===== src/rtl/cache_array.sv =====
module cache_array #(
    parameter int  DEPTH   = 8,
    parameter type ENTRY_T = logic
) (
    input  logic                     clk,
    input  logic                     rst_n_i,
    input  logic                     we_i,
    input  logic [$clog2(DEPTH)-1:0] waddr_i,
    input  ENTRY_T                   wdata_i,
    input  logic [$clog2(DEPTH)-1:0] raddr_i,
    output ENTRY_T                   rdata_o
);

    ENTRY_T entries [DEPTH];

    // Clearing on reset leaves every meta entry invalid
    always_ff @(posedge clk or negedge rst_n_i) begin
        if (!rst_n_i) begin
            for (int i = 0; i < DEPTH; i++) begin
                entries[i] <= '0;
            end
        end else if (we_i) begin
            entries[waddr_i] <= wdata_i;
        end
    end

    // Combinational read, a write shows up after the edge
    assign rdata_o = entries[raddr_i];

endmodule


===== config.mk =====
export PLATFORM = sky130hd
export DESIGN_NAME = cache_array
export DESIGN_NICKNAME = d
export VERILOG_FILES = /design/src/rtl/cache_array.sv
export SDC_FILE = /design/constraint.sdc
export NUM_CORES = 1
export LEC_CHECK = 0
export BUFFER_PORTS_ARGS = -buffer_cell sky130_fd_sc_hd__buf_2
export CAP_MARGIN = 30
export CELL_PAD_IN_SITES_DETAIL_PLACEMENT = 1
export CELL_PAD_IN_SITES_GLOBAL_PLACEMENT = 2
export CORE_MARGIN = 2
export CORE_UTILIZATION = 30
export CTS_BUF_LIST = sky130_fd_sc_hd__clkbuf_2 sky130_fd_sc_hd__clkbuf_4 sky130_fd_sc_hd__clkbuf_8
export DETAILED_ROUTE_END_ITERATION = 10
export GPL_TIMING_DRIVEN = 0
export PLACE_DENSITY_LB_ADDON = 0.1
export REMOVE_ABC_BUFFERS = 1
export SYNTH_ARGS = -nofsm -noshare
export SYNTH_HDL_FRONTEND = slang
export SYNTH_SLANG_ARGS = --single-unit
export TNS_END_PERCENT = 20

===== constraint.sdc =====
create_clock -name clk -period 4.6 [get_ports clk]
set_clock_uncertainty 0.15 [all_clocks]
set_input_delay 0.92 -clock clk [delete_from_list [all_inputs] [get_ports clk]]
set_output_delay 0.92 -clock clk [all_outputs]
set_load 0.02 [all_outputs]

== Yosys cells after proc, flatten, opt, wreduce, memory -nomap -nowiden ==
Cells that the tools add are included.
Cells by class
  $add $sub $neg: 0
  multiply operators: 0
  divide/modulo/power cells: 0
  $lt $le $gt $ge: 3
  equal/unequal tests: 0
  shift operators: 0
  multiplexer cells: 6
  bitwise logic cells: 2
  reductions and logical operators: 1
Operators by type and width (count)
  8-bit bitwise mux: 1
  4-bit greater-or-equal comparator, second input constant: 2
  3-bit inverter with 4-bit output: 2
  4-bit by 1-bit < comparator with 1-bit output, second input constant: 1
  1-bit binary-select mux with 3-bit select: 1
  1-bit demux with 3-bit select: 1
  1-bit 2-to-1 mux: 3
  1-bit logical AND: 1
Storage, ports and cells
  flip-flop bits (word level): 8
  bits in latches: 0
  bits in writable memories: 0
  ROM bits: 0
  bits of input ports: 10
  output and inout bits: 1
  logic and storage cells: 20
  memories: 0

== Logic depth before layout (Yosys ltp) ==
  depth in word-level cells: 6
  mapped depth: 2
  gate-level depth less buffers: 2

== Least setup slack after synthesis ==
OpenSTA, ideal clock, no wires.
  path type: input -> output
  start: input port raddr_i[0]
  end: output port rdata_o
  arrival: 1.752 ns
  required time: 3.530 ns
  slack: 1.778 ns
  cell stages on the path: 2
  buffers on the path: 0
  cells stage by stage: mux4_1 mux2_2
Between the ends
  word-level cells in the longest chain between the ends: 4
Ends and longest elaborated chain
  from (decl): RTL line 10  | input logic [$clog2(DEPTH)-1:0] raddr_i,
  3-bit inverter with 4-bit output (not written as such): RTL line 28  | assign rdata_o = entries[raddr_i];
  1-bit binary-select mux with 3-bit select: RTL line 28
  1-bit 2-to-1 mux (not written as such) (2 in series): RTL line 28
  to (decl): RTL line 11  | output ENTRY_T rdata_o
No other way between the ends. The select of a mux whose other input is x is not followed.

== Worst setup path in the final report ==
Same ends and word-level chain as after synthesis.

==> results_tabular.tex <==
\begin{tabular}{lr}
\hline
Metric & Value \\
\hline
\multicolumn{2}{l}{\textbf{STA}} \\
Count of final max-slew check failures & 0 \\
Achievable frequency & 0.326 GHz \\
Hold Fails Final Rpt & 0 \\
Period Utilization, post-route & 66.6\% \\
Worst Setup Slack, final & 1540 ps \\
Setup TNS & 0 ps \\
WHS & 350 ps \\
Worst max-slew margin expressed relative to the limit & 81.5\% \\
RSZ-0062 raised after global routing & no \\
Actual transition at the worst max-transition pin & 273 ps \\
Setup violators final & 0 \\
Tmin final & 3060 ps \\
\multicolumn{2}{l}{\textbf{Drt}} \\
Post-detailed-route wirelength per cell & 15.4 µm \\
Detailed-route vias per instance & 5.45 \\
DR DRC count & 0 \\
Total wire length & 846 µm \\
Vias & 300 \\
Iter 0 DRT Violations & 5 \\
Post-detailed-route count of antenna-violating nets & 0 \\
Total iterations of the first detailed-routing run & 3 \\
\multicolumn{2}{l}{\textbf{Synth}} \\
Mapped Area & 433 µm² \\
Fraction of the mapped netlist area in adder cells & 0\% \\
Register bit total from synthesis & 8 \\
Combinational family with the most area after synthesis & multiplexers \\
Portion of netlist area occupied by mux cells & 35.5\% \\
Post-synthesis simple-gate area fraction & 18.2\% \\
Synth warnings & 0 \\
Post-synthesis share of cell area spent on xor and xnor gates & 0\% \\
Mean post-synth cell area & 16.0 µm² \\
Post-synth cell types & 7 \\
Number of instances in the synthesized netlist & 27 \\
Fraction of the yosys area taken by sequential cells & 46.2\% \\
Compound-gate portion of the synthesized area & 0\% \\
\multicolumn{2}{l}{\textbf{Power}} \\
Switching share of power & 24.7\% \\
VDD IR-drop max & 0.156 mV \\
Power per cell area & 360 nW/µm² \\
Switching power & 46.6 µW \\
Part of the power in combinational logic & 22.8\% \\
Final total power & 189 µW \\
Clock share of power & 27.9\% \\
Leakage & 0.000225 µW \\
Internal & 142 µW \\
Sequential Power Share & 49.3\% \\
\multicolumn{2}{l}{\textbf{Layout}} \\
Flip-flop count of the largest register, all copies and words added & 8 \\
Final-stage net count & 52 \\
Share of final-layout standard cells stronger than drive strength 1 & 62.5\% \\
Fill cell count & 153 \\
Most frequent standard cell in the layout excluding fill and tap cells & sky130\_fd\_sc\_hd\_\_buf\_2 \\
Final instance area & 524 µm² \\
Commonest cells after routing, fill and taps aside & 10 x sky130\_fd\_sc\_hd\_\_buf\_2, 9 x sky130\_fd\_sc\_hd\_\_mux2\_2, 8 x sky130\_fd\_sc\_hd\_\_dfrtp\_1 \\
Area growth syn-to-layout & 21.1\% \\
Biggest regs & entries x8 \\
Register containing the most flip-flops in the final layout & entries \\
Number of antenna diodes & 0 \\
\multicolumn{2}{l}{\textbf{Worst setup path}} \\
Nature of the critical path endpoint & output pin \\
Cell type of the slowest stage on the worst timing path & sky130\_fd\_sc\_hd\_\_mux4\_1 \\
Critical Path AT & 1990 ps \\
Biggest fanout along the worst timing path & 2 \\
CP required & 3530 ps \\
Most used cell, CP & sky130\_fd\_sc\_hd\_\_buf\_2 \\
Largest stage delay on the critical path & 540 ps \\
Cells traversed along the worst timing path & buf\_2 > mux4\_1 > mux2\_2 > buf\_2 \\
Critical path startpoint category & input port \\
Critical setup path kind & input port to output pin \\
\multicolumn{2}{l}{\textbf{Global route}} \\
Wire length of the first global-routing pass & 1.49 mm \\
Largest net degree at the start of global routing & 9 \\
Number of global-route vias before repair & 302 \\
Gr usage total & 12.1\% \\
Aggregate global routing overflow & 0 \\
Antenna violations before repair & 0 \\
\multicolumn{2}{l}{\textbf{Floorplanning}} \\
Site Rows & 13 \\
Initial Util & 32.9\% \\
Count of pins on the block boundary & 11 \\
Die H & 42.0 µm \\
Horizontal die dimension & 42.0 µm \\
Die Footprint & 1760 µm² \\
Standard cell core area & 1320 µm² \\
\multicolumn{2}{l}{\textbf{Outcome}} \\
Result of the run & finished clean \\
\multicolumn{2}{l}{\textbf{Hold path}} \\
Min-Delay Path Class & input port to async pin \\
\multicolumn{2}{l}{\textbf{Clocking}} \\
H-Tree Level Count & 1 \\
Later-pin clock latency in the skew report & 250 ps \\
PostCTS Resize Cnt & 0 \\
Clock transition time at the flip-flop clock pins of the worst setup and hold paths & 50 ps \\
Sinks on Clock Net & 8 \\
Clock buffer depth & 2 \\
Post-CTS Setup Bufs & 0 \\
Count of hold buffers inserted by post-cts repair & 0 \\
Root Driver & sky130\_fd\_sc\_hd\_\_clkbuf\_4 \\
Clock tree from TritonCTS & built \\
Num CTS Buffers & 3 \\
\multicolumn{2}{l}{\textbf{Flow run}} \\
Max-cap check violation count & 0 \\
\multicolumn{2}{l}{\textbf{Placement}} \\
Worst slack at placement & 1530 ps \\
RePlAce Congestion & 0.719 \\
Quantity of I/O buffers inserted on ports & 10 \\
Post-placement cell area & 502 µm² \\
\hline
\end{tabular}
==> worst max-delay path: cells and delay by family <==
kind	cells	cell delay (ps)
muxes	2	810
buffers and inverters	2	270
==> kinds of logic (layout without fill, tap and decap cells) <==
| kind of cell | Yosys count | count (layout) |
|---|---|---|
| muxes | 11 | 11 |
| DFF | 8 | 8 |
| and+or+nand+nor | 8 | 8 |
| buffers and inverters | 0 | 13 |
==> stage by stage <==
stage | util [%] | std cells
global placement | 38.1 | 52
detailed placement | 38.1 | 52
finish | 39.8 | 55
global route | 39.8 | 55
CTS | 39.8 | 55
floorplan | - | 27
==> path summary, 6_finish.rpt <==
kind,slack (ps),end,startpoint,cells after the start
max in group asynchronous,3780,entries[1],rst_n_i,1
min in group clk,350,entries[0],entries[0],1
worst min-delay path,350,entries[7],rst_n_i,1
worst max register to register,3700,entries[7],entries[7],1
worst max-delay path,1540,rdata_o,raddr_i[0],4
worst min register to register,350,entries[0],entries[0],1
==> cell usage after synthesis <==
library cell | n | share of area, %
sky130_fd_sc_hd__and4bb_2 | 3 | 8.7
sky130_fd_sc_hd__nand4_1 | 1 | 1.4
sky130_fd_sc_hd__dfrtp_1 | 8 | 46
sky130_fd_sc_hd__nor4b_1 | 1 | 2.0
sky130_fd_sc_hd__mux4_1 | 2 | 12
sky130_fd_sc_hd__nand4b_1 | 3 | 6.1
sky130_fd_sc_hd__mux2_2 | 9 | 23
==> area by class of cell <==
class,count,area [µm²],area share [%]
repair buffers,10,50.0,9.55
clock buffers,3,22.5,4.30
well taps,15,18.8,3.58
flip-flops and latches,8,200,38.2
multi-input cells,19,233,44.4
==> power groups by stage <==
stage | Combinational, µW | Clock, µW | Sequential [µW]
after floorplan | 29.9 | 0 | 91.2
after global placement | 42.1 | 0 | 93.8
after detailed placement | 43.8 | 0 | 94.7
after CTS | 44.1 | 55.4 | 93.4
after global routing | 48.3 | 58.0 | 95.5
final | 43.1 | 52.6 | 93.1
==> layer usage <==
layer	GRT usage (%)	wire, µm	vias up
met5	0	0	-
met4	11.6	19	0
met3	4.31	33	2
met2	16.3	421	5
met1	14.7	372	151
li1	-	-	142
Note: power is estimated with default switching activity, not from simulation.
