### config.mk
export PLATFORM = sky130hd
export DESIGN_NAME = fill_counter
export DESIGN_NICKNAME = d
export VERILOG_FILES = /design/src/rtl/dcache_pkg.sv /design/src/rtl/fill_counter.sv
export SDC_FILE = /design/constraint.sdc
export NUM_CORES = 1
export LEC_CHECK = 0
export BUFFER_PORTS_ARGS = -buffer_cell sky130_fd_sc_hd__buf_4
export CAP_MARGIN = 20
export CORE_AREA = 3 3 40 42
export CTS_CLUSTER_SIZE = 28
export DETAILED_ROUTE_END_ITERATION = 8
export DIE_AREA = 0 0 43 45
export SETUP_SLACK_MARGIN = 0.4
export SYNTH_ARGS = -nofsm -noshare
export SYNTH_HDL_FRONTEND = slang
export SYNTH_SLANG_ARGS = --single-unit
### constraint.sdc
create_clock -name clk -period 1.1 [get_ports clk]
set_clock_uncertainty 0.15 [all_clocks]
set_input_delay 0.165 -clock clk [delete_from_list [all_inputs] [get_ports clk]]
set_output_delay 0.165 -clock clk [all_outputs]
set_load 0.01 [all_outputs]
### src/rtl/dcache_pkg.sv
package dcache_pkg;

    // Word and address widths
    localparam int WORD_W   = 16;
    localparam int ADDR_W   = 8;

    // Address split: tag | index | offset
    localparam int OFFSET_W = 3;
    localparam int INDEX_W  = 3;
    localparam int TAG_W    = ADDR_W - INDEX_W - OFFSET_W;

    localparam int BLOCK_WORDS = 1 << OFFSET_W;
    localparam int NUM_SETS    = 1 << INDEX_W;

    typedef logic [WORD_W-1:0] word_t;
    typedef logic [ADDR_W-1:0] addr_t;
    typedef logic [TAG_W-1:0]  tag_t;

    // Per-set state, valid bit sits above the tag
    typedef struct packed {
        logic valid;
        tag_t tag;
    } meta_t;

endpackage
### src/rtl/fill_counter.sv
module fill_counter import dcache_pkg::*; (
    input  logic                clk,
    input  logic                rst_n_i,
    input  logic                start_i,
    input  logic                issue_i,
    input  logic                ret_i,
    output logic [OFFSET_W-1:0] issue_idx_o,
    output logic [OFFSET_W-1:0] ret_idx_o,
    output logic                issue_done_o,
    output logic                ret_done_o
);

    // Bit 0 tracks issued reads, bit 1 tracks returned words
    logic [1:0] step;

    assign step = {ret_i, issue_i};

    for (genvar g = 0; g < 2; g++) begin : g_cnt
        logic [OFFSET_W-1:0] cnt;
        logic                done;

        always_ff @(posedge clk or negedge rst_n_i) begin
            if (!rst_n_i) begin
                cnt  <= '0;
                done <= 1'b0;
            end else if (start_i) begin
                cnt  <= '0;
                done <= 1'b0;
            end else if (step[g] && !done) begin
                cnt <= cnt + 1'b1;
                // Eighth step wraps the count and marks the block complete
                if (cnt == OFFSET_W'(BLOCK_WORDS - 1)) begin
                    done <= 1'b1;
                end
            end
        end
    end

    assign issue_idx_o  = g_cnt[0].cnt;
    assign issue_done_o = g_cnt[0].done;
    assign ret_idx_o    = g_cnt[1].cnt;
    assign ret_done_o   = g_cnt[1].done;

    // Memory must not return more words than the block holds
    a_no_extra_return: assert property (
        @(posedge clk) disable iff (!rst_n_i)
        ret_i |-> !ret_done_o
    ) else $error("fill_counter: return after block complete");

endmodule

# Word-level counts from Yosys, hierarchy flattened
# Cells that the tools add are included.
# word_totals
register_bits,8
inputBits,5
out_inout_bits,8
elab_cells,28
# op_classes
addsub,2
eq_ne,2
mux,10
reduce_logical,10
# op_table
cell,count
$mux W3,4
$reduce_bool A2 Y1,4
$add A3 B1 Y3 const B,2
$eq A3 B3 Y1 const B,2
$mux W1,6
$reduce_and A2 Y1,2
$logic_and A1 B1 Y1,2
$logic_not A1 Y1,2

# Longest topological paths before layout
# Gate-level depths: netlist of the first run.
# depth
word_depth,4
mapped_depth,4

# Worst setup path before layout of the first run
# Ideal clock, no wire load.
# synth_path
kind,reg-to-reg
startpoint,"register g_cnt[1].cnt[0], in the netlist ret_idx_o[0]"
endpoint,"register g_cnt[1].cnt[2], in the netlist ret_idx_o[2]"
setup_ns,0.127
arrival_time_ns,1.025
slack_ns,-0.202
stages_incl_launch_ff,5
path_buffers,0
cell_sequence,dfrtp_1 ha_1 ha_1 nand4bb_1 o21ai_0
# synth_via
elab_chain_len,3
# synth_rtl
element,line_no,text
start: declaration,fill_counter.sv:19,logic [OFFSET_W-1:0] cnt;
start signal: assignment,fill_counter.sv:30,cnt <= cnt + 1'b1;
$add A3 B1 Y3,fill_counter.sv:30,
$mux W3,fill_counter.sv:29,end else if (step[g] && !done) begin
$mux W3,fill_counter.sv:26,end else if (start_i) begin
# Every way passes these cells. The select of a mux whose other input is x is not followed.
# A chain may end at the register's enable or synchronous reset.

# Worst setup path after layout of the first run
# Ends and elaborated chain as after synthesis.

==> results of run 1 <==
## worst max-delay path, stage by stage, from the launching register on
cell and delay, ns:
dfrtp_1 0.41, ha_4 0.18, ha_4 0.25, nand4bb_1 0.10, o21ai_1 0.08
## worst min-delay path by stage
stage	slack, ns	start	cells past startpoint	end
floorplan	-0.28	rst_n_i	0	issue_done_o
global placement	-0.16	rst_n_i	1	ret_idx_o[0]
detailed placement	-0.16	rst_n_i	1	ret_idx_o[1]
CTS	0.02	start_i	2	issue_done_o
global route	0.05	start_i	2	issue_done_o
finish	0.04	issue_i	3	issue_done_o
## power by group through the flow
stage	combinational, mW	clock (mW)	sequential (mW)
floorplan	0.0516	0	0.339
global placement	0.123	0	0.330
detailed placement	0.129	0	0.331
CTS	0.168	0.245	0.327
global route	0.191	0.262	0.329
finish	0.177	0.235	0.327
## registers in the layout (all words and copies together) (netlist names)
register and count:
issue_done_o 1, ret_idx_o 3, ret_done_o 1, issue_idx_o 3
## synthesized netlist by cell type
| master | number | area [µm²] |
|---|---|---|
| nand2b_1 | 4 | 25.02 |
| nor2b_1 | 2 | 12.51 |
| and2b_4 | 1 | 10.01 |
| nor2_1 | 4 | 15.01 |
| nor2b_2 | 1 | 8.760 |
| a21oi_1 | 2 | 10.01 |
| mux2_2 | 1 | 11.26 |
| o21ai_1 | 3 | 15.01 |
| nand4bb_1 | 4 | 45.04 |
| mux2_4 | 1 | 15.01 |
| dfrtp_1 | 8 | 200.2 |
| ha_1 | 4 | 50.05 |
| buf_4 | 1 | 7.510 |
| o21ai_0 | 1 | 5.000 |
## per-layer routing
layer  part of all wire  global-route usage
met2               0.53              0.2365
met3              0.067             0.03187
met4                  0             0.07229
met1               0.41              0.1294
met5                  0                   0
## final cells by class
class                      instances  area [µm²]
multi-input combinational         28       291.5
sequential                         8       202.7
tap                               15       18.77
timing repair buffer              26       246.5
clock buffer                       4       26.28
fill                             119       499.2
## logic make-up (layout without fill, tap and decap cells)
logic type                 Yosys count  count (layout)  share of synthesized area
buffers and inverters                1              30                    0.01745
and+or+nand+nor                     16              16                     0.2703
adders and majority gates            4               4                     0.1163
DFF                                  8               8                     0.4651
muxes                                2               2                    0.06103
AOI/OAI and AO/OA                    6               6                    0.06975
## through the flow
stage,instances,setup slack [ns]
after detailed placement,69,-0.1612
after global routing,81,-0.1975
after global placement,69,-0.1197
final,81,-0.1502
after floorplan,37,-0.1401
after CTS,80,-0.1638
## repair_timing
action / CTS / global route
endpoints found under the setup margin: 16 / 16
pin swaps: 6 / 2
resized for setup: 15 / 3
setup buffers: 6 / 1
hold buffers: 1 / 0
endpoints found under the hold margin: 8 / 0
==> metrics.yaml, run 1 <==
status: "complete, but fails checks"
violations: "negative setup slack"
clock_latency_ns: 0.25
startpoint_type: "flip-flop"
grt.overflow.total: 0
syn_avg_cell_area_um2: 11.63
cp_max_fo: 2
fin_crit_ns: 1.250
setup-violations-final: 15
drt_first_pass_iters: 2
avgViaCountPerCell: 4.914
die_w_um: 43
syn2layout_area_growth_pct: 82.56
yosysUniqueCellTypes: 14
grt_pass1_wl_um: 1731
power_uw: 739.1
post_drt_wl_per_cell_um: 13.30
root_buffer: "clkbuf_4"
antenna_left: 0
crit_path_end_kind: "flip-flop"
peakVddDrop_mv: 0.7713
portBuffers: 12
routed_wl_um: 1077
place_congestion: 0.7459
drc_errors: 0
hold_violations: 0
final_common_cell: "buf_6"
netlist_instances: 37
design.portCount: 13
yosysWarnings: 0
crit_arrival_ns: 1.28
whs_ns: 0.04495
drt_iter0_markers: 2
min_path_type: "in2reg"
final_cell_mix: "buf_6, buf_4, dfrtp_1"
track_usage: 0.1271
timing.fmax_mhz: 799.9
required_ns: 1.12
clkPwrFrac: 0.318
max-cap-violations: 0
synth-seq-cells: 8
cts_buffers: 3
netSwitchingFraction: 0.2407
rsz0062_at_grt: "yes"
grt_max_degree: 15
start_util: 0.3350
worst_r2r_path_depth: 4
power-per-cell-area_nw_per_um2: 940.7
syn-num-nets: 46
p_leak_nw: 0.3595
combPwrFrac: 0.240
antenna_cells: 0
die_h_um: 45
core_region_area_um2: 1285
r2r_slack_ns: -0.15
timing.final.ws_setup_ns: -0.1502
ys_seq_area_frac: 0.4651
path_class: "reg2reg"
min_period_over_period: 1.137
fin_area_um2: 785.8
net-switching-power_uw: 177.9
seq_power_share: 0.442
grt_pass1_vias: 402
reg2reg_from: "ret_idx_o[0]"
cts_sinks: 8
fin_util: 0.6115
internal-power_uw: 561.2
cts-htree-levels: 1
clk_pin_slew_worst_paths_ns: 0.06
place_hpwl_um: 785.2
drv_slew: 0
post_dp_cell_area_um2: 629.4
die-area_um2: 1935
worstMarginPinSlew_ns: 0.1685
cts_tree: "yes"
synth_area_um2: 430.4
nNetsFinal: 76
r2r_end: "ret_idx_o[2]"
antenna_found_initial: 0
cp-startpoint: "ret_idx_o[0]"
slew_headroom: 0.8876
via_count: 398
fp-row-count: 13
drive_above_1_share: 0.6212
final.setup.tns_ns: -1.392
clk_path_buf_depth: 2
crit_end: "ret_idx_o[2]"
No activity file was read; power rests on OpenSTA's default activity.
==> inputs of run 2 (changes only) <==
Clock period 1.1 ns to 1.3 ns, I/O delays scaled along.
==> run 2 against run 1 <==
Net effect:
- the run now ends clean
- critical endpoint unchanged
- clock power is 15% lower
- critical path type unchanged
- routed wire length rose by 4.5%
- highest routed layer unchanged
- setup slack better by 0.15 ns
- total power down 18%
- largest cell class unchanged
==> metrics.yaml, run 2 (synthesis results as in run 1) <==
max-cap-violations: 0  # unchanged
grt_pass1_vias: 425  # +5.7%
grt_max_degree: 15  # unchanged
cts_tree: "yes"
peakVddDrop_mv: 0.4699  # -39%
startpoint_type: "flip-flop"
nNetsFinal: 68  # -11%
seqCellArea_um2: 206.4  # +1.9%
fin_crit_ns: 1.298  # +0.04742 ns
min_path_type: "in2reg"
fp-row-count: 13  # unchanged
drc_errors: 0  # unchanged
slew_headroom: 0.8627  # -0.02494
placed_cells: 64  # -7.2%
final_common_cell: "buf_6"
via_count: 363  # -8.8%
netSwitchingFraction: 0.2478  # +0.007051
clock_latency_ns: 0.25  # about the same
post_drt_wl_per_cell_um: 15.42  # +16%
crit_arrival_ns: 1.31  # +0.03 ns
combPwrFrac: 0.200  # -0.040
die_w_um: 43  # unchanged
place_congestion: 0.6793  # -8.9%
avgViaCountPerCell: 4.973  # +1.2%
start_util: 0.3350  # unchanged
drive_above_1_share: 0.6034  # -0.01776
root_buffer: "clkbuf_4"
cpMostUsedCell: "ha_4"
hold_violations: 0  # unchanged
antenna_left: 0  # unchanged
cts-htree-levels: 1  # unchanged
p_leak_nw: 0.3078  # -14%
antenna_found_initial: 0  # unchanged
die-area_um2: 1935  # unchanged
setup-violations-final: 0  # -15
dp_slack_ns: 0.02962  # +0.1909 ns
status: "completed"
clk_path_buf_depth: 2  # unchanged
portBuffers: 12  # unchanged
path_class: "reg2reg"
net-switching-power_uw: 149.8  # -16%
finalNonFillerCells: 73  # -9.9%
core_region_area_um2: 1285  # unchanged
syn2layout_area_growth_pct: 65.12
multiInputGateArea_um2: 287.8  # -1.3%
final_cell_mix: "buf_6, buf_4, dfrtp_2"
seq_power_share: 0.469  # +0.027
max_stage_delay_ns: 0.45  # +0.04 ns
power-per-cell-area_nw_per_um2: 851.0  # -9.5%
cp-startpoint: "ret_idx_o[0]"
cp_max_fo: 3  # +1
internal-power_uw: 455.0  # -19%
drt_iter0_markers: 4  # +2
hp-start: "ret_i"
track_usage: 0.1409  # +0.01384
design.portCount: 13  # unchanged
place_hpwl_um: 799.8  # +1.9%
fill_cells: 112  # -5.9%
clk_pin_slew_worst_paths_ns: 0.06  # about the same
worstMarginPinSlew_ns: 0.2059  # +0.03741 ns
grt_pass1_wl_um: 2001  # +16%
crit_path_end_kind: "flip-flop"
timing.final.ws_setup_ns: 0.002383  # +0.1526 ns
cts_buffers: 3  # unchanged
drv_slew: 0  # unchanged
drt_first_pass_iters: 4  # +2
required_ns: 1.32  # +0.20 ns
cp_slowest_cell: "dfrtp_2"
routed_wl_um: 1126  # +4.5%
clkPwrFrac: 0.331  # +0.013
crit_chain: "ha_4 > ha_4 > nand4bb_1 > o21ai_1"
cts_sinks: 8  # unchanged
die_h_um: 45  # unchanged
rsz0062_at_grt: "yes"
final.setup.tns_ns: 0  # +1.392 ns
reg2reg_from: "ret_idx_o[0]"
worst-path-buf-inv: 0  # unchanged
min_period_over_period: 0.9982  # -0.1384
timing.fmax_mhz: 770.6  # -3.7%
crit_family: "flip-flops"
grt.overflow.total: 0  # unchanged
antenna_cells: 0  # unchanged
run 2: power groups by stage:
stage               sequential, mW  combinational, mW  clock (mW)
finish                       0.283              0.121       0.200
global route                 0.285              0.131       0.236
CTS                          0.282              0.118       0.211
detailed placement           0.284             0.0968           0
global placement             0.282             0.0889           0
floorplan                    0.287             0.0437           0
run 2: path summary, 6_finish.rpt:
| kind | cells after the start | endpoint | slack (ns) |
|---|---|---|---|
| min in group asynchronous | 2 | issue_idx_o[1] | 0.15 |
| hold / removal | 3 | ret_done_o | 0.08 |
| max in group asynchronous | 2 | issue_done_o | 0.69 |
| setup reg to reg | 4 | ret_idx_o[2] | 0.002 |
| setup / recovery | 4 | ret_idx_o[2] | 0.002 |
| hold reg to reg | 2 | issue_done_o | 0.44 |
run 2: tightest hold or removal path, cell delays in order:
cell	delay (ns)
buf_4	0.11
a21oi_2	0.05
nor2_1	0.07
run 2: metal layers:
layer  track usage  up-vias  part of all wire
met5             0        -                 0
met4       0.05422        0                 0
met3       0.05578        0             0.075
met2        0.2515       15              0.51
met1        0.1502      174              0.41
li1              -      174                 -
run 2: metrics by stage:
step,power [mW],hold slack [ns],utilization,instance area [µm²]
after global routing,0.6525,0.07885,0.5531,710.7
final,0.6048,0.07955,0.5531,710.7
after floorplan,0.3306,-0.2506,-,483.0
after detailed placement,0.3811,-0.1276,0.4606,591.8
after CTS,0.6118,0.05399,0.5424,696.9
after global placement,0.3710,-0.1310,0.4606,591.8
run 2: timing repair:
item,CTS,global route
pin swaps,5,0
setup buffers,4,0
hold endpoints to repair,8,0
setup endpoints to repair,16,16
gates resized for setup,11,4
gates cloned,0,0
hold buffers,1,0
run 2: layout make-up:
class                   count  area share
flip-flops and latches      8      0.2905
repair buffers             18      0.2412
clock buffers               4     0.03697
well taps                  15     0.02641
multi-input cells          28      0.4049
==> inputs of run 3 (changes only) <==
==> constraint.sdc (replaced) <==
create_clock -name clk -period 1.3 [get_ports clk]
set_clock_uncertainty 0.15 [all_clocks]
set_input_delay 0.26 -clock clk [delete_from_list [all_inputs] [get_ports clk]]
set_output_delay 0.26 -clock clk [all_outputs]
set_load 0.01 [all_outputs]
==> run 3 against run 2 <==
Net effect:
- the run now ends with negative setup slack left
- die area stayed put
- worst hold slack improved by 0.059 ns
- sequential share of layout area is 0.60 points lower
==> metrics.yaml, run 3 (synthesis results as in run 1) <==
final_common_cell: "buf_4"
drive_above_1_share: 0.6167  # +0.01322
cts_sinks: 8  # unchanged
clk_pin_slew_worst_paths_ns: 0.06  # about the same
drt_first_pass_iters: 2  # -2
fin_area_um2: 725.7  # +2.1%
antenna_left: 0  # unchanged
violations: "negative setup slack"
peakVddDrop_mv: 0.4698  # about the same
placed_cells: 64  # unchanged
clkPwrFrac: 0.336  # +0.005
crit_arrival_ns: 1.32  # about the same
slew_headroom: 0.9012  # +0.03850
cp_max_fo: 3  # unchanged
die-area_um2: 1935  # unchanged
max-cap-violations: 0  # unchanged
grt.overflow.total: 0  # unchanged
final_cell_mix: "buf_4, buf_6, dfrtp_2"
grt_pass1_wl_um: 2028  # +1.3%
status: "complete, but fails checks"
clock_latency_ns: 0.25  # about the same
crit_path_end_kind: "flip-flop"
finalNonFillerCells: 75  # +2.7%
path_class: "reg2reg"
portBuffers: 12  # unchanged
timing.final.ws_setup_ns: -0.0009750  # -0.003358 ns
dp_slack_ns: 0.02962  # unchanged
clk_path_buf_depth: 2  # unchanged
place_hpwl_um: 799.8  # unchanged
via_count: 358  # -1.4%
avgViaCountPerCell: 4.773  # -4.0%
syn2layout_area_growth_pct: 68.60
fp-row-count: 13  # unchanged
seq_power_share: 0.462  # -0.007
antenna_cells: 0  # unchanged
post_dp_cell_area_um2: 591.8  # unchanged
rsz0062_at_grt: "yes"
timing.fmax_mhz: 768.7  # -0.26%
p_leak_nw: 0.3187  # +3.5%
cts_tree: "yes"
die_w_um: 43  # unchanged
internal-power_uw: 456.4  # +0.32%
startpoint_type: "flip-flop"
core_region_area_um2: 1285  # unchanged
cts-htree-levels: 1  # unchanged
drv_slew: 0  # unchanged
track_usage: 0.1426  # +0.001678
worstMarginPinSlew_ns: 0.1482  # -0.05775 ns
drt_iter0_markers: 3  # -1
place_congestion: 0.6793  # unchanged
antenna_found_initial: 0  # unchanged
grt_max_degree: 15  # unchanged
min_period_over_period: 1.001  # +0.002583
min_path_type: "in2reg"
final.setup.tns_ns: -0.0009750  # -0.0009750 ns
start_util: 0.3350  # unchanged
power-per-cell-area_nw_per_um2: 840.0  # -1.3%
cts_buffers: 3  # unchanged
required_ns: 1.32  # about the same
setup-violations-final: 1  # +1
net-switching-power_uw: 153.2  # +2.2%
fin_crit_ns: 1.301  # +0.003358 ns
grt_pass1_vias: 439  # +3.3%
post_drt_wl_per_cell_um: 14.75  # -4.4%
fin_util: 0.5648  # +0.01169
die_h_um: 45  # unchanged
nNetsFinal: 70  # +2.9%
netSwitchingFraction: 0.2513  # +0.003542
design.portCount: 13  # unchanged
routed_wl_um: 1106  # -1.8%
hold_violations: 0  # unchanged
root_buffer: "clkbuf_4"
combPwrFrac: 0.202  # +0.002
drc_errors: 0  # unchanged
## run 3: path summary, 6_finish.rpt
check	from	end	slack [ns]	cells past startpoint
setup / recovery	ret_idx_o[0]	ret_idx_o[2]	-0.001	4
max in group asynchronous	rst_n_i	issue_done_o	0.63	2
hold reg to reg	issue_done_o	issue_done_o	0.44	2
min in group asynchronous	rst_n_i	issue_idx_o[1]	0.22	2
setup reg to reg	ret_idx_o[0]	ret_idx_o[2]	-0.001	4
hold / removal	ret_i	ret_done_o	0.14	3
## run 3: per-stage QoR
stage | hold slack [ns] | power (mW)
2_1_floorplan | -0.1856 | 0.3306
3_3_place_gp | -0.06604 | 0.3710
3_5_place_dp | -0.06264 | 0.3811
4_1_cts | 0.1190 | 0.6136
5_1_grt | 0.1449 | 0.6541
6_report | 0.1384 | 0.6096
## run 3: power by group through the flow
stage / registers [mW] / logic (mW) / clock network, mW
final: 0.282 / 0.123 / 0.205
after global routing: 0.284 / 0.134 / 0.236
after CTS: 0.281 / 0.121 / 0.211
after detailed placement: 0.284 / 0.0968 / 0
after global placement: 0.282 / 0.0889 / 0
after floorplan: 0.287 / 0.0437 / 0
## run 3: repair_timing
action                                  in CTS  in global routing
setup buffers                                6                  0
pin swaps                                    5                  0
endpoints found under the setup margin      16                 16
hold buffers                                 1                  0
resized for setup                           11                  4
endpoints found under the hold margin        8                  0
## run 3: area by class of cell
| cell class | count | area, µm² |
|---|---|---|
| tap | 15 | 18.77 |
| sequential | 8 | 206.4 |
| timing repair buffer | 20 | 186.4 |
| fill | 107 | 559.3 |
| clock buffer | 4 | 26.28 |
| multi-input combinational | 28 | 287.8 |
## run 3: metal layers
metal / global-route usage / vias up / part of all wire
li1: - / 176 / -
met1: 0.1453 / 167 / 0.42
met2: 0.2635 / 15 / 0.50
met3: 0.05578 / 0 / 0.078
met4: 0.05422 / 0 / 0
met5: 0 / - / 0
## run 3: critical path, stage by stage, from the launching register on
cell and delay, ns:
dfrtp_2 0.45, ha_4 0.17, ha_4 0.25, nand4bb_1 0.10, o21ai_1 0.09
