File: src/rtl/dcache_pkg.sv
package dcache_pkg;

    // Word and address widths
    localparam int WORD_W   = 16;
    localparam int ADDR_W   = 8;

    // Address split: tag | index | offset
    localparam int OFFSET_W = 3;
    localparam int INDEX_W  = 3;
    localparam int TAG_W    = ADDR_W - INDEX_W - OFFSET_W;

    localparam int BLOCK_WORDS = 1 << OFFSET_W;
    localparam int NUM_SETS    = 1 << INDEX_W;

    typedef logic [WORD_W-1:0] word_t;
    typedef logic [ADDR_W-1:0] addr_t;
    typedef logic [TAG_W-1:0]  tag_t;

    // Per-set state, valid bit sits above the tag
    typedef struct packed {
        logic valid;
        tag_t tag;
    } meta_t;

endpackage
File: src/rtl/mem_bus_if.sv
interface mem_bus_if import dcache_pkg::*; ();

    // Request side, one strobe per accepted access
    logic  req;
    logic  we;
    addr_t addr;
    word_t wdata;

    // Read return, in issue order
    logic  rvalid;
    word_t rdata;

    modport controller (
        output req,
        output we,
        output addr,
        output wdata,
        input  rvalid,
        input  rdata
    );

    modport memory (
        input  req,
        input  we,
        input  addr,
        input  wdata,
        output rvalid,
        output rdata
    );

endinterface

File: src/rtl/dcache_fsm.sv
module dcache_fsm import dcache_pkg::*; (
    input  logic                        clk,
    input  logic                        rst_n_i,
    input  logic                        req_i,
    input  logic                        we_i,
    input  addr_t                       addr_i,
    input  word_t                       wdata_i,
    output logic                        busy_o,
    output logic                        rvalid_o,
    output word_t                       rdata_o,
    mem_bus_if.controller               bus,
    input  meta_t                       meta_rd_i,
    output logic [INDEX_W-1:0]          meta_idx_o,
    output logic                        meta_we_o,
    output meta_t                       meta_wr_o,
    output logic [INDEX_W+OFFSET_W-1:0] data_idx_o,
    input  word_t                       data_rd_i,
    output logic                        data_we_o,
    output word_t                       data_wr_o,
    output logic                        fill_start_o,
    output logic                        issue_o,
    input  logic [OFFSET_W-1:0]         issue_idx_i,
    input  logic [OFFSET_W-1:0]         ret_idx_i,
    input  logic                        issue_done_i,
    input  logic                        ret_done_i
);

    typedef enum logic [1:0] {IDLE, FILL, RESP} state_t;

    state_t state_q, state_d;

    tag_t                req_tag, miss_tag;
    logic [INDEX_W-1:0]  req_idx, miss_idx;
    logic [OFFSET_W-1:0] req_off, miss_off;

    addr_t miss_addr_q;
    logic  hit, accept, rd_hit, rd_miss, wr_acc;
    logic  wr_pend_q;
    addr_t wr_addr_q;
    word_t wr_data_q;
    logic  rsp_valid_q;
    word_t rsp_data_q;

    assign req_tag  = addr_i[ADDR_W-1 -: TAG_W];
    assign req_idx  = addr_i[OFFSET_W +: INDEX_W];
    assign req_off  = addr_i[OFFSET_W-1:0];
    assign miss_tag = miss_addr_q[ADDR_W-1 -: TAG_W];
    assign miss_idx = miss_addr_q[OFFSET_W +: INDEX_W];
    assign miss_off = miss_addr_q[OFFSET_W-1:0];

    // Only the fill blocks the pipeline; RESP accepts like IDLE
    assign busy_o  = (state_q == FILL);
    assign accept  = req_i && !busy_o;
    assign hit     = meta_rd_i.valid && (meta_rd_i.tag == req_tag);
    assign rd_hit  = accept && !we_i && hit;
    assign rd_miss = accept && !we_i && !hit;
    assign wr_acc  = accept && we_i;

    // Array ports follow the fill while busy, else the pipeline address
    assign meta_idx_o = busy_o ? miss_idx : req_idx;
    assign meta_we_o  = busy_o && ret_done_i;
    assign meta_wr_o  = '{valid: 1'b1, tag: miss_tag};
    assign data_idx_o = busy_o ? {miss_idx, ret_idx_i} : {req_idx, req_off};
    assign data_we_o  = busy_o ? bus.rvalid : (wr_acc && hit);
    assign data_wr_o  = busy_o ? bus.rdata : wdata_i;

    assign fill_start_o = rd_miss;
    assign issue_o      = busy_o && !issue_done_i;

    // Write-through and fill reads never share a cycle
    assign bus.req   = wr_pend_q || issue_o;
    assign bus.we    = wr_pend_q;
    assign bus.addr  = wr_pend_q ? wr_addr_q : {miss_tag, miss_idx, issue_idx_i};
    assign bus.wdata = wr_data_q;

    assign rvalid_o = rsp_valid_q;
    assign rdata_o  = rsp_data_q;

    always_comb begin
        state_d = state_q;
        case (state_q)
            FILL: begin
                if (ret_done_i) begin
                    state_d = RESP;
                end
            end
            default: state_d = rd_miss ? FILL : IDLE;
        endcase
    end

    always_ff @(posedge clk or negedge rst_n_i) begin
        if (!rst_n_i) begin
            state_q     <= IDLE;
            wr_pend_q   <= 1'b0;
            rsp_valid_q <= 1'b0;
        end else begin
            state_q     <= state_d;
            wr_pend_q   <= wr_acc;
            rsp_valid_q <= rd_hit || (busy_o && ret_done_i);
        end
    end

    always_ff @(posedge clk) begin
        if (rd_miss) begin
            miss_addr_q <= addr_i;
        end
        if (wr_acc) begin
            wr_addr_q <= addr_i;
            wr_data_q <= wdata_i;
        end
        // Requested word is caught on its way into the data array
        if (rd_hit) begin
            rsp_data_q <= data_rd_i;
        end else if (busy_o && bus.rvalid && (ret_idx_i == miss_off)) begin
            rsp_data_q <= bus.rdata;
        end
    end

    a_no_req_in_resp: assert property (
        @(posedge clk) disable iff (!rst_n_i)
        (state_q == RESP) |-> !bus.req
    ) else $error("dcache_fsm: bus request during response");

    a_rvalid_in_fill: assert property (
        @(posedge clk) disable iff (!rst_n_i)
        bus.rvalid |-> (state_q == FILL)
    ) else $error("dcache_fsm: memory return outside fill");

    a_busy_xor_rvalid: assert property (
        @(posedge clk) disable iff (!rst_n_i)
        !(busy_o && rvalid_o)
    ) else $error("dcache_fsm: busy and rvalid together");

endmodule

File: src/flat_wrapper.sv
// flat-port wrapper written by rule: the top's interface ports become plain ports
module dcache_fsm_flat import dcache_pkg::*;
  (clk, rst_n_i, req_i, we_i, addr_i, wdata_i, busy_o, rvalid_o, rdata_o, meta_rd_i, meta_idx_o, meta_we_o, meta_wr_o, data_idx_o, data_rd_i, data_we_o, data_wr_o, fill_start_o, issue_o, issue_idx_i, ret_idx_i, issue_done_i, ret_done_i, bus_req, bus_we, bus_addr, bus_wdata, bus_rvalid, bus_rdata);
  mem_bus_if bus_i ();
  input  logic clk;
  input  logic rst_n_i;
  input  logic req_i;
  input  logic we_i;
  input  addr_t addr_i;
  input  word_t wdata_i;
  output logic busy_o;
  output logic rvalid_o;
  output word_t rdata_o;
  input  meta_t meta_rd_i;
  output logic [INDEX_W-1:0] meta_idx_o;
  output logic meta_we_o;
  output meta_t meta_wr_o;
  output logic [INDEX_W+OFFSET_W-1:0] data_idx_o;
  input  word_t data_rd_i;
  output logic data_we_o;
  output word_t data_wr_o;
  output logic fill_start_o;
  output logic issue_o;
  input  logic [OFFSET_W-1:0] issue_idx_i;
  input  logic [OFFSET_W-1:0] ret_idx_i;
  input  logic issue_done_i;
  input  logic ret_done_i;
  output wire logic [$bits(bus_i.req)-1:0] bus_req;
  output wire logic [$bits(bus_i.we)-1:0] bus_we;
  output wire logic [$bits(bus_i.addr)-1:0] bus_addr;
  output wire logic [$bits(bus_i.wdata)-1:0] bus_wdata;
  input wire logic [$bits(bus_i.rvalid)-1:0] bus_rvalid;
  input wire logic [$bits(bus_i.rdata)-1:0] bus_rdata;
  assign bus_req = bus_i.req;
  assign bus_we = bus_i.we;
  assign bus_addr = bus_i.addr;
  assign bus_wdata = bus_i.wdata;
  assign bus_i.rvalid = bus_rvalid;
  assign bus_i.rdata = bus_rdata;
  dcache_fsm u_core (.clk(clk), .rst_n_i(rst_n_i), .req_i(req_i), .we_i(we_i), .addr_i(addr_i), .wdata_i(wdata_i), .busy_o(busy_o), .rvalid_o(rvalid_o), .rdata_o(rdata_o), .bus(bus_i), .meta_rd_i(meta_rd_i), .meta_idx_o(meta_idx_o), .meta_we_o(meta_we_o), .meta_wr_o(meta_wr_o), .data_idx_o(data_idx_o), .data_rd_i(data_rd_i), .data_we_o(data_we_o), .data_wr_o(data_wr_o), .fill_start_o(fill_start_o), .issue_o(issue_o), .issue_idx_i(issue_idx_i), .ret_idx_i(ret_idx_i), .issue_done_i(issue_done_i), .ret_done_i(ret_done_i));
endmodule
File: config.mk
export PLATFORM = sky130hd
export DESIGN_NAME = dcache_fsm_flat
export DESIGN_NICKNAME = d
export VERILOG_FILES = /design/src/rtl/dcache_pkg.sv /design/src/rtl/mem_bus_if.sv /design/src/rtl/dcache_fsm.sv /design/src/flat_wrapper.sv
export SDC_FILE = /design/constraint.sdc
export NUM_CORES = 1
export LEC_CHECK = 0
export BUFFER_PORTS_ARGS = -buffer_cell sky130_fd_sc_hd__buf_2
export CORE_MARGIN = 5
export CORE_UTILIZATION = 32
export CTS_CLUSTER_DIAMETER = 30
export DETAILED_ROUTE_END_ITERATION = 10
export MAX_ROUTING_LAYER = met4
export PLACE_DENSITY = 0.65
export SYNTH_ARGS = -nofsm -noshare
export SYNTH_HDL_FRONTEND = slang
export SYNTH_SLANG_ARGS = --single-unit
File: constraint.sdc
create_clock -name clk -period 1.95 [get_ports clk]
set_input_delay 0.195 -clock clk [delete_from_list [all_inputs] [get_ports clk]]
set_output_delay 0.195 -clock clk [all_outputs]
set_load 0.005 [all_outputs]
# Yosys cells after proc, flatten, opt, wreduce, memory -nomap -nowiden
# Index checks and enable logic that the tools add are counted.
[word_totals]
reg_bits = 52
out_inout_bits = 76
input_bits = 72
word_cells = 39
[classes]
mux = 10
reduce_logical = 18
n_eq_ne = 4
[op_table]
columns = ["op", "count"]
rows = [
  ["$mux 16", 3],
  ["$logic_and 1x1->1", 11],
  ["$mux 8", 1],
  ["$mux 6", 1],
  ["$logic_not 1->1", 4],
  ["$mux 2", 2],
  ["$eq 3x3->1", 1],
  ["$mux 3", 1],
  ["$eq 2x1->1 const B", 1],
  ["$eq 2x2->1", 1],
  ["$logic_or 1x1->1", 2],
  ["$mux 1", 2],
  ["$ne 2x2->1 const B", 1],
  ["$reduce_bool 2->1", 1],
]

# Longest topological paths before layout
# Gate-level depths: netlist (run 1).
[depth]
ltp_word = 7
mapped_depth = 7
mapped_depth_nobuf = 5

# Worst setup path after synthesis (run 1)
# OpenSTA, ideal clock, no wires.
[synth_timing]
path_type = "reg2reg"
from = "reg u_core.state_q[0]"
to = "reg u_core.rsp_data_q[0] (netlist: u_core.rdata_o[0]) (enable)"
stages_incl_launch_ff = 7
synth_period_minus_slack_ns = 1.897
required_ns = 1.583
arrival_ns = 1.530
setup_slack_ns = 0.053
n_path_buf = 2
setup_time_ns = 0.367
cell_sequence = "dfrtp_1 -> nand2b_1 -> buf_6 -> nand2_4 -> nor3_4 -> buf_8 -> a21o_1"
[synth_via]
elab_chain_cells = 6
elab_cells_between_ends = 8
cone_classes = "eq/ne: 1; reduce/logical: 7"
[synth_rtl]
columns = ["item", "line_no", "source"]
rows = [
  ["from (decl)", "dcache_fsm.sv:30", "state_t state_q, state_d;"],
  ["from (signal assigned)", "dcache_fsm.sv:97", "state_q <= state_d;"],
  ["$eq 2x1->1 (*)", "dcache_fsm.sv:52", "assign busy_o = (state_q == FILL);"],
  ["$logic_not 1->1", "dcache_fsm.sv:53", "assign accept = req_i && !busy_o;"],
  ["$logic_and 1x1->1", "dcache_fsm.sv:53", ""],
  ["$logic_and 1x1->1 (2 in a row)", "dcache_fsm.sv:55", "assign rd_hit = accept && !we_i && hit;"],
  ["$reduce_bool 2->1 (no line) (*)", "n/a", ""],
  ["to (signal assigned)", "dcache_fsm.sv:113", "rsp_data_q <= data_rd_i;"],
  ["to (signal assigned)", "dcache_fsm.sv:115", "rsp_data_q <= bus.rdata;"],
  ["to (decl)", "dcache_fsm.sv:42", "word_t rsp_data_q;"],
]
# Every way passes the cells marked *; elsewhere a longest branch is shown, timed or not.
# A chain may end at the register's enable or synchronous reset.

# Worst setup path after layout (run 1)
[layout_timing]
from = "reg u_core.state_q[1]"
to = "out meta_we_o"
[layout_via]
elab_chain_cells = 2
[layout_rtl]
columns = ["item", "line_no", "source"]
rows = [
  ["$eq 2x1->1", "dcache_fsm.sv:52", ""],
  ["$logic_and 1x1->1", "dcache_fsm.sv:61", "assign meta_we_o = busy_o && ret_done_i;"],
  ["to (decl)", "flat_wrapper.sv:16", "output logic meta_we_o;"],
]
# Every way passes these cells.

==> results of run 1 <==
[worst max-delay path by stage]
stage	start	to	cells after the start
final	u_core.state_q[1]	meta_we_o	5
after global routing	u_core.state_q[1]	meta_we_o	5
after CTS	u_core.state_q[1]	fill_start_o	5
after detailed placement	addr_i[7]	u_core.rdata_o[0]	6
after global placement	addr_i[7]	u_core.rdata_o[10]	7
after floorplan	u_core.state_q[0]	u_core.rdata_o[0]	6
[per-layer routing]
metal  part of all wire, %  vias up  wire (um)  GRT usage [%]
li1                      -      903          -              -
met2                    53       73       3380           24.6
met4                  0.81        0         51           3.20
met3                   6.6        6        415           2.89
met5                     0        -          0              -
met1                    39      863       2490           16.4
[state kept, by name, summed over array words and instances (netlist names)]
| register | flops |
|---|---|
| u_core.state_q | 2 |
| u_core.rvalid_o | 1 |
| u_core.miss_addr_q | 8 |
| u_core.bus.we | 1 |
| u_core.bus.wdata | 16 |
| u_core.rdata_o | 16 |
| u_core.wr_addr_q | 8 |
[kinds of logic after synthesis]
| group | Yosys count | share of synthesized area [%] |
|---|---|---|
| muxes | 24 | 12.8 |
| buffers and inverters | 15 | 4.15 |
| other | 1 | 0.159 |
| DFF | 52 | 65.5 |
| and+or+nand+nor | 80 | 14.6 |
| AOI/OAI and AO/OA | 3 | 0.904 |
| xor gates and xnor gates | 5 | 1.86 |
[repair_timing]
item / CTS / global route
setup endpoints to repair: 0 / 1
gates resized for setup: 0 / 1
hold endpoints to repair: 4 / 0
hold buffers: 1 / 0
[cell type report]
cell class / count / area (sq um) / share of cell area [%]
clock buffers: 6 / 72.6 / 2.19
well taps: 99 / 124 / 3.74
multi-input cells: 113 / 714 / 21.6
repair buffers: 154 / 818 / 24.7
clock inverters: 2 / 35.0 / 1.06
flip-flops and latches: 52 / 1540 / 46.5
inverters: 2 / 7.51 / 0.227
[power groups by stage]
| stage | sequential [uW] | clock, uW | combinational [uW] |
|---|---|---|---|
| final | 1300 | 721 | 498 |
| after global routing | 1300 | 795 | 558 |
| after CTS | 1300 | 751 | 511 |
| after detailed placement | 1330 | 0 | 507 |
| after global placement | 1320 | 0 | 500 |
| after floorplan | 1320 | 0 | 245 |
[synth_stat cells, drive strengths merged (2+ instances only)]
cell type	n	share of area (%)
buf	8	3.0
nand2	68	11
edfxtp	48	61
dfrtp	4	4.3
mux2	24	13
or2	2	0.53
and2	3	0.80
nor2	2	0.32
nand3	2	0.64
xnor2	3	1.1
clkbuf	5	0.80
nor3	2	0.90
xor2	2	0.74
[per-stage QoR]
step	total power, uW	std cells
after CTS	2560	428
final	2520	428
after detailed placement	1830	419
after global placement	1820	419
after global routing	2660	428
after floorplan	1570	180
==> summary.txt, run 1 <==
Timing
  • Final hold slack: 0.0767 ns
  • Fin crit period: 1.80 ns
  • RSZ-0062 raised after global routing: no
  • Fin. max-slew vios: 0
  • Setup TNS: 0 ns
  • Period utilisation layout: 92.1%
  • Fin. Hold Viols: 0
  • # setup viols final: 0
  • Final worst slack: 0.154 ns
  • Max Clk Rate: 557 MHz
  • Skew final: 0.00833 ns

Route
  • Via density: 4.31
  • Initial DRC Count: 27
  • Routed len/inst: 14.8 um
  • Total wire length: 6330 um
  • Total DRC errors in the routed layout: 0
  • Pre-antenna DRT Iters: 4
  • Routed vias: 1845
  • Antenna-violating nets left: 0

Floorplanning
  • Core footprint: 7210 sq um
  • Starting density of the core: 32.6%
  • Chip Height: 95.7 um
  • Die area: 9170 sq um
  • Cell Rows: 31
  • Die X: 95.7 um
  • I/O Pins: 148

Power
  • PD cells: 760 nW/um^2
  • P_sw: 612 uW
  • Maximum VDD drop: 0.354 mV
  • Clock power frac: 28.6%
  • Leakage: 0.00157 uW
  • Sequential power share: 51.6%
  • Net Sw Frac: 24.3%
  • Logic pwr share: 19.8%
  • Internal Pwr Total: 1910 uW

Placed design
  • Placer Congestion: 0.765
  • DP Worst Slack: 0.250 ns
  • PortBufs: 146
  • Detailed placement HPWL: 5030 um
  • Placed instance area: 3190 sq um

Layout
  • Fillcell total: 712
  • Ant. Diodes: 0
  • Most frequent cells in the layout: buf_2, nand2_1, edfxtp_1
  • Share of layout cells above drive strength 1: 57.8%
  • Design area: 3310 sq um
  • Most common cell after layout, fill and taps aside: buf_2
  • Final core utilization: 45.9%
  • Nets@finish: 400
  • Area Growth Syn to Fin: 40.9%

Hold path
  • Worst Hold Endpoint: u_core.bus.wdata[9]
  • Hold WC Path Type: in2reg
  • Worst hold start: wdata_i[9]
  • Hold path cells: 1

CTS
  • Post-CTS setup repair buffer count: 0
  • CTS max path bufs: 2
  • Root Buffer: clkbuf_8
  • CTS tree: built
  • Total CTS buffers: 5
  • Clock Sinks: 52
  • Clock transition at path regs: 0.09 ns
  • H-tree depth: 2
  • Clock latency on the worst-skew pair: 0.30 ns

Yosys
  • Mapped Nets: 252
  • Most used flip-flop cell after synthesis: edfxtp_1
  • EDFF count, synth: 48
  • Post-synth ARST share: 7.69%
  • Number of distinct library cells after synthesis: 26
  • Avg Inst Size Synth: 13.1 sq um
  • Yosys warning total: 0
  • Post-Syn Area: 2350 sq um
  • Post-Syn Instances: 180
  • Seq cells post-synth: 52
  • Register area share after synthesis: 65.5%

Setup path
  • Setup CP Type: reg2out
  • Critical-path cell list: nand2b_1, clkinv_1, buf_4, and2_1, buf_2
  • Worst Path Buf+Inv: 3
  • Data required, critical path: 1.75 ns
  • Max incr delay on CP: 0.37 ns
  • Element type at the critical path end: output pin
  • Crit path launch type: register
  • Peak fanout along the critical path: 25
  • FF-to-FF setup slack: 0.32 ns
  • Slowest cell on crit path: dfrtp_1
  • Worst R2R Start: u_core.state_q[1]
  • Delay-heaviest family, CP: buffers and inverters
  • Register-to-Register Path Depth: 5
  • RR Endpoint: u_core.rdata_o[0]
  • Worst Path Arrival: 1.60 ns

GRT
  • Total gr overflow: 0
  • Global-route wire length before repair: 9340 um
  • Vias in the first global route: 1848
  • GRT Resource Usage Total: 14.0%
  • Initial antenna violation count: 0
  • Largest net degree at the start of global routing: 26

Flow run
  • # Max-Cap Violations: 0

Outcome
  • Status: finished clean
Power figures use the tool's default switching activity.
==> inputs of run 2 (changes only) <==
CAP_MARGIN = 10   (was not set)
CORE_ASPECT_RATIO = 1.1   (was not set)
==> run 2 against run 1 <==
Critical path type unchanged. Die area hardly changed. Clock skew down 0.0039 ns. Utilization is 0.92 points higher. Fmax about the same. Cell count is 2.8% lower. Non-clock buffer count up 2. Critical path depth unchanged. Global-route usage rose by 0.30 points.
==> summary.txt, run 2 (same netlist as run 1, synthesis figures left out) <==
Layout
  • Most frequent cells in the layout: buf_2, nand2_1, edfxtp_1
  • Most common cell after layout, fill and taps aside: buf_2
  • Fillcell total: 665 (-6.6%)
  • Area Growth Syn to Fin: 41.1%
  • Design area: 3320 sq um (+0.19%)
  • Ant. Diodes: 0 (unchanged)
  • Share of layout cells above drive strength 1: 58.3% (+0.56 points)
  • Nets@finish: 402 (+0.50%)

Power
  • Internal Pwr Total: 1910 uW (+0.51%)
  • Logic pwr share: 19.8% (about the same)
  • Net Sw Frac: 24.8% (+0.48 points)
  • Leakage: 0.00158 uW (+0.83%)
  • Clock power frac: 29.2% (+0.6 points)
  • Maximum VDD drop: 0.378 mV (+7.0%)
  • P_sw: 632 uW (+3.1%)
  • PD cells: 767 nW/um^2 (+0.96%)
  • Sequential power share: 51.0% (-0.6 points)

Route
  • Total wire length: 6440 um (+1.7%)
  • Pre-antenna DRT Iters: 4 (unchanged)
  • Initial DRC Count: 62 (+130%)
  • Via density: 4.49 (+4.2%)
  • Antenna-violating nets left: 0 (unchanged)
  • Routed vias: 1869 (+1.3%)
  • Routed len/inst: 15.5 um (+4.6%)
  • Total DRC errors in the routed layout: 0 (unchanged)

Timing
  • Period utilisation layout: 92.2% (about the same)
  • # setup viols final: 0 (unchanged)
  • Setup TNS: 0 ns (unchanged)
  • RSZ-0062 raised after global routing: no
  • Max Clk Rate: 556 MHz (about the same)
  • Fin crit period: 1.80 ns (+0.000769 ns)
  • Fin. Hold Viols: 0 (unchanged)
  • Headroom to the max-slew limit: 65.5%
  • Skew final: 0.00443 ns (-0.00390 ns)
  • Fin. max-slew vios: 0 (unchanged)
  • Worst Max-Slew Pin Slew: 0.518 ns

Setup path
  • Crit path launch type: register
  • Setup CP Type: reg2out
  • Peak fanout along the critical path: 9 (-64%)
  • Max incr delay on CP: 0.37 ns (about the same)
  • Data required, critical path: 1.75 ns (about the same)
  • Worst Path Arrival: 1.60 ns (about the same)
  • Critical-path cell list: nand2b_1, nand2_4, nor2_1, and2_2, buf_2
  • Element type at the critical path end: output pin
  • Slowest cell on crit path: dfrtp_1

Floorplanning
  • Cell Rows: 32 (+3.2%)
  • I/O Pins: 148 (unchanged)
  • Die X: 91.7 um (-4.2%)
  • Core footprint: 7090 sq um (-1.8%)
  • Starting density of the core: 33.2% (+0.59 points)
  • Chip Height: 99.9 um (+4.4%)
  • Die area: 9170 sq um (about the same)

Placed design
  • PortBufs: 146 (unchanged)
  • Placed instance area: 3190 sq um (about the same)
  • Placer Congestion: 0.770 (+0.73%)
  • Detailed placement HPWL: 5130 um (+2.1%)

CTS
  • CTS tree: built
  • Clock latency on the worst-skew pair: 0.30 ns (about the same)
  • H-tree depth: 2 (unchanged)
  • Root Buffer: clkbuf_8
  • Clock Sinks: 52 (unchanged)
  • Post-CTS setup repair buffer count: 0 (unchanged)
  • Total CTS buffers: 5 (unchanged)
  • Clock transition at path regs: 0.09 ns (about the same)
  • CTS max path bufs: 2 (unchanged)

GRT
  • GRT Resource Usage Total: 14.3% (+0.30 points)
  • Largest net degree at the start of global routing: 26 (unchanged)
  • Global-route wire length before repair: 9760 um (+4.5%)
  • Total gr overflow: 0 (unchanged)
  • Initial antenna violation count: 0 (unchanged)
  • Vias in the first global route: 1885 (+2.0%)

Outcome
  • Status: finished clean

Flow run
  • # Max-Cap Violations: 0 (unchanged)

Hold path
  • Hold WC Path Type: in2reg
==> run 2: changes by cell type in the layout (fill, tap and decap cells not counted), sizes merged <==
cell	before	now
clkinv	2	3
buf	153	155
clkbuf	6	5
==> run 2: routing by layer <==
metal / wire (um) / track usage (%) / vias to the layer above
met1: 2640 / 16.4 / 860
met5: 0 / - / -
li1: - / - / 909
met3: 447 / 3.60 / 15
met4: 148 / 5.60 / 0
met2: 3200 / 23.9 / 85
==> run 2: worst paths after layout <==
kind | from | endpoint | slack, ns | cells after the start
max | u_core.state_q[0] | fill_start_o | 0.15 | 5
min | wdata_i[12] | u_core.bus.wdata[12] | 0.08 | 1
max reg2reg | u_core.state_q[0] | u_core.rdata_o[0] | 0.29 | 5
min reg2reg | u_core.state_q[0] | u_core.state_q[0] | 0.83 | 4
max in group asynchronous | rst_n_i | u_core.state_q[0] | 1.63 | 2
min in group asynchronous | rst_n_i | u_core.bus.we | 0.21 | 2
==> run 2: stage by stage <==
step	hold WS, ns	instances	total power (uW)	util [%]	setup slack [ns]
after floorplan	-0.101	180	1570	-	0.0532
after global placement	0.000782	407	1830	45.0	0.281
after detailed placement	0.00182	407	1840	45.0	0.215
after CTS	0.0658	416	2590	46.8	0.130
after global routing	0.0530	416	2690	46.8	0.0378
final	0.0767	416	2550	46.8	0.153
==> run 2: timing repair <==
item | CTS | global route
hold buffers | 1 | 0
setup endpoints to repair | 1 | 0
gates resized for setup | 1 | 0
hold endpoints to repair | 4 | 0
==> run 2: cell type report <==
class	count	area [sq um]	share of cell area (%)
clock inverter	3	47.5	1.43
timing repair buffer	156	833	25.1
multi-input combinational	113	714	21.5
sequential	52	1540	46.4
tap	85	106	3.20
clock buffer	5	68.8	2.07
inverter	2	7.51	0.226
==> run 2: power groups by stage <==
stage / logic, uW / clock network, uW / registers (uW)
6_report: 504 / 743 / 1300
3_3_place_gp: 509 / 0 / 1320
4_1_cts: 517 / 776 / 1300
5_1_grt: 562 / 821 / 1310
2_1_floorplan: 245 / 0 / 1320
3_5_place_dp: 514 / 0 / 1330
==> run 2: critical path, delay by kind of cell, from the launching register on <==
kind | cells | cell delay (ns)
AND/OR/NAND/NOR | 4 | 0.77
flip-flops | 1 | 0.37
buffers and inverters | 1 | 0.16
==> inputs of run 3 (changes only) <==
ABC_AREA = 1   (was not set)
==> run 3 against run 2 <==
Total power down 0.70%. Area after synthesis up 2.1%. Critical endpoint unchanged. Via count up 15%. Count of clock-buffer cells in the layout up 1. Flip-flop and latch count unchanged.
==> summary.txt, run 3 <==
Outcome
  • Status: finished clean

Route
  • Total wire length: 6670 um (+3.5%)
  • Routed len/inst: 14.0 um (-9.7%)
  • Pre-antenna DRT Iters: 4 (unchanged)
  • Antenna-violating nets left: 0 (unchanged)
  • Via density: 4.52 (+0.70%)
  • Initial DRC Count: 118 (+90%)
  • Total DRC errors in the routed layout: 0 (unchanged)
  • Routed vias: 2158 (+15%)

Setup path
  • Slowest cell on crit path: nor2_2
  • Element type at the critical path end: output pin
  • Peak fanout along the critical path: 9 (unchanged)
  • RR Endpoint: u_core.rdata_o[10]
  • Delay-heaviest family, CP: simple AND/OR/NAND/NOR gates
  • Critical-path cell list: nand2_4, nand3_2, nor2_2, buf_2
  • Crit path launch type: register
  • Max incr delay on CP: 0.44 ns (+0.07 ns)
  • FF-to-FF setup slack: 0.37 ns (+0.08 ns)
  • Setup CP Type: reg2out
  • Worst R2R Start: u_core.state_q[0]
  • Worst Path Arrival: 1.63 ns (+0.03 ns)
  • Register-to-Register Path Depth: 6 (+1)
  • Worst Path Buf+Inv: 1 (unchanged)
  • Data required, critical path: 1.75 ns (about the same)

Hold path
  • Worst Hold Endpoint: u_core.bus.wdata[1]
  • Worst hold start: wdata_i[1]
  • Hold path cells: 1 (unchanged)
  • Hold WC Path Type: in2reg

Yosys
  • Top-count cell post-synth: nand2_1
  • Post-Syn Instances: 242 (+34%)
  • Mux cell area share after synthesis: 0% (-13 points)
  • Number of distinct library cells after synthesis: 21 (-19%)
  • Most used flip-flop cell after synthesis: edfxtp_1
  • Top-area cell type share of the netlist area: 60.0% (-1.2 points)
  • EDFF count, synth: 48 (unchanged)
  • Synth Area in Compound Gates: 2.14% (+1.2 points)
  • Avg Inst Size Synth: 9.92 sq um (-24%)
  • Post-Syn Area: 2400 sq um (+2.1%)
  • Post-Synth XOR/XNOR Area: 1.09% (-0.77 points)
  • Synthesized-area fraction occupied by adder cells: 0% (unchanged)
  • Seq cells post-synth: 52 (unchanged)
  • Leading area contributor after synthesis: edfxtp_1
  • Top cells by area, synth: edfxtp_1, nand2_1, dfrtp_1
  • Yosys warning total: 0 (unchanged)
  • Register area share after synthesis: 64.2% (-1.3 points)
  • Post-Synth Simple-Gate Area: 25.2% (+11 points)
  • Synth top cells by count: nand2_1, edfxtp_1, nand3_1
  • Post-synth ARST share: 7.69% (unchanged)
  • Largest family of logic cells by synthesized area: simple AND/OR/NAND/NOR gates
  • Mapped Nets: 314 (+25%)

Power
  • P_sw: 642 uW (+1.6%)
  • Logic pwr share: 19.5% (-0.3 points)
  • Maximum VDD drop: 0.421 mV (+11%)
  • PD cells: 761 nW/um^2 (-0.78%)
  • Clock power frac: 29.2% (about the same)
  • Sequential power share: 51.3% (+0.3 points)
  • Internal Pwr Total: 1890 uW (-1.5%)
  • Leakage: 0.00169 uW (+6.9%)
  • Net Sw Frac: 25.4% (+0.58 points)

Placed design
  • Detailed placement HPWL: 5380 um (+4.7%)
  • Placer Congestion: 0.837 (+8.6%)
  • PortBufs: 146 (unchanged)
  • DP Worst Slack: 0.200 ns (-0.0148 ns)

CTS
  • Total CTS buffers: 5 (unchanged)
  • Clock transition at path regs: 0.10 ns (about the same)
  • Root Buffer: clkbuf_8
  • CTS max path bufs: 2 (unchanged)
  • H-tree depth: 2 (unchanged)
  • CTS tree: built
  • Clock Sinks: 52 (unchanged)
  • Clock latency on the worst-skew pair: 0.31 ns (about the same)

Layout
  • Nets@finish: 461 (+15%)
  • Most common cell after layout, fill and taps aside: buf_2
  • Most frequent cells in the layout: buf_2, nand2_1, edfxtp_1
  • Ant. Diodes: 0 (unchanged)
  • Share of layout cells above drive strength 1: 43.6% (-15 points)
  • Area Growth Syn to Fin: 38.4%

Timing
  • Setup TNS: 0 ns (unchanged)
  • Fin. Hold Viols: 0 (unchanged)
  • Worst Max-Slew Pin Slew: 0.503 ns (-0.0145 ns)
  • RSZ-0062 raised after global routing: no
  • Fin. max-slew vios: 0 (unchanged)
  • Period utilisation layout: 93.4% (+1.3 points)
  • Skew final: 0.0138 ns (+0.00941 ns)
  • # setup viols final: 0 (unchanged)
  • Final worst slack: 0.128 ns (-0.0248 ns)
  • Final hold slack: 0.0700 ns (-0.00673 ns)
  • Headroom to the max-slew limit: 66.4% (+0.93 points)
  • Max Clk Rate: 549 MHz (-1.4%)
  • Fin crit period: 1.82 ns (+0.0248 ns)

Floorplanning
  • Starting density of the core: 32.5% (-0.71 points)
  • Die area: 9340 sq um (+1.9%)
  • Die X: 92.6 um (+0.92%)
  • I/O Pins: 148 (unchanged)
  • Core footprint: 7390 sq um (+4.3%)
  • Cell Rows: 33 (+3.1%)
  • Chip Height: 101 um (+0.93%)

GRT
  • Initial antenna violation count: 0 (unchanged)
  • Largest net degree at the start of global routing: 20 (-23%)
  • Met3 Usage GRT: 3.73% (+0.14 points)
  • GR Util met2: 24.5% (+0.55 points)
  • Total gr overflow: 0 (unchanged)
  • Grt met1 use: 16.9% (+0.47 points)
  • Global-route wire length before repair: 10100 um (+3.5%)
  • GRT Resource Usage Total: 14.4% (+0.16 points)
  • GRT Max-Usage Layer: met2
  • Vias in the first global route: 2070 (+9.8%)

Flow run
  • # Max-Cap Violations: 0 (unchanged)
==> run 3: metrics by stage <==
stage          power (uW)  instances  instance area (sq um)  util (%)
4_1_cts              2570        477                   3320      44.9
6_report             2530        477                   3320      44.9
3_3_place_gp         1820        468                   3200      43.3
3_5_place_dp         1820        468                   3200      43.3
2_1_floorplan        1560        242                   2400         -
5_1_grt              2660        477                   3320      44.9
==> run 3: what timing repair did <==
action | in CTS | in global routing
hold buffers | 1 | 0
setup buffers | 0 | 0
gates resized for setup | 1 | 0
hold endpoints to repair | 4 | 0
setup endpoints to repair | 1 | 0
==> run 3: worst register-to-register path, stage by stage, from the launching register on <==
cell,delay [ns]
dfrtp_1,0.42
nand2_4,0.14
nand3_2,0.12
inv_2,0.10
nand2_4,0.14
nand2_1,0.11
buf_4,0.24
==> run 3: worst max-delay path by stage <==
stage | slack [ns] | cells after the start | end | from
after floorplan | 0.27 | 6 | u_core.rdata_o[0] | u_core.state_q[0]
after global placement | 0.31 | 4 | fill_start_o | u_core.state_q[0]
after detailed placement | 0.20 | 4 | fill_start_o | u_core.state_q[0]
after CTS | 0.08 | 4 | fill_start_o | u_core.state_q[0]
after global routing | 0.01 | 6 | data_wr_o[0] | u_core.state_q[0]
final | 0.13 | 4 | fill_start_o | u_core.state_q[0]
==> run 3: kinds of logic after synthesis <==
| logic type | count (synthesis) |
|---|---|
| xor+xnor | 3 |
| buf+inv | 29 |
| flops | 52 |
| compound gates | 10 |
| simple gates | 147 |
| other cells | 1 |
==> run 3: power groups by stage <==
| stage | sequential (uW) | combinational [uW] | clock (uW) |
|---|---|---|---|
| floorplan | 1320 | 236 | 0 |
| global placement | 1320 | 496 | 0 |
| detailed placement | 1320 | 501 | 0 |
| CTS | 1300 | 506 | 763 |
| global route | 1300 | 558 | 803 |
| finish | 1300 | 493 | 738 |
==> run 3: area by class of cell <==
cell class,count,area (sq um)
Fill cell,714,4070
Multi-Input combinational cell,161,691
Sequential cell,52,1540
Clock inverter,2,38.8
Inverter,13,48.8
Tap cell,87,109
Timing Repair Buffer,156,821
Clock buffer,6,72.6
==> run 3: layer usage <==
metal  vias to the layer above  wire length [um]
met1                       958              2720
met5                         -                 0
met3                         6               638
met4                         0                76
li1                       1072                 -
met2                       122              3230
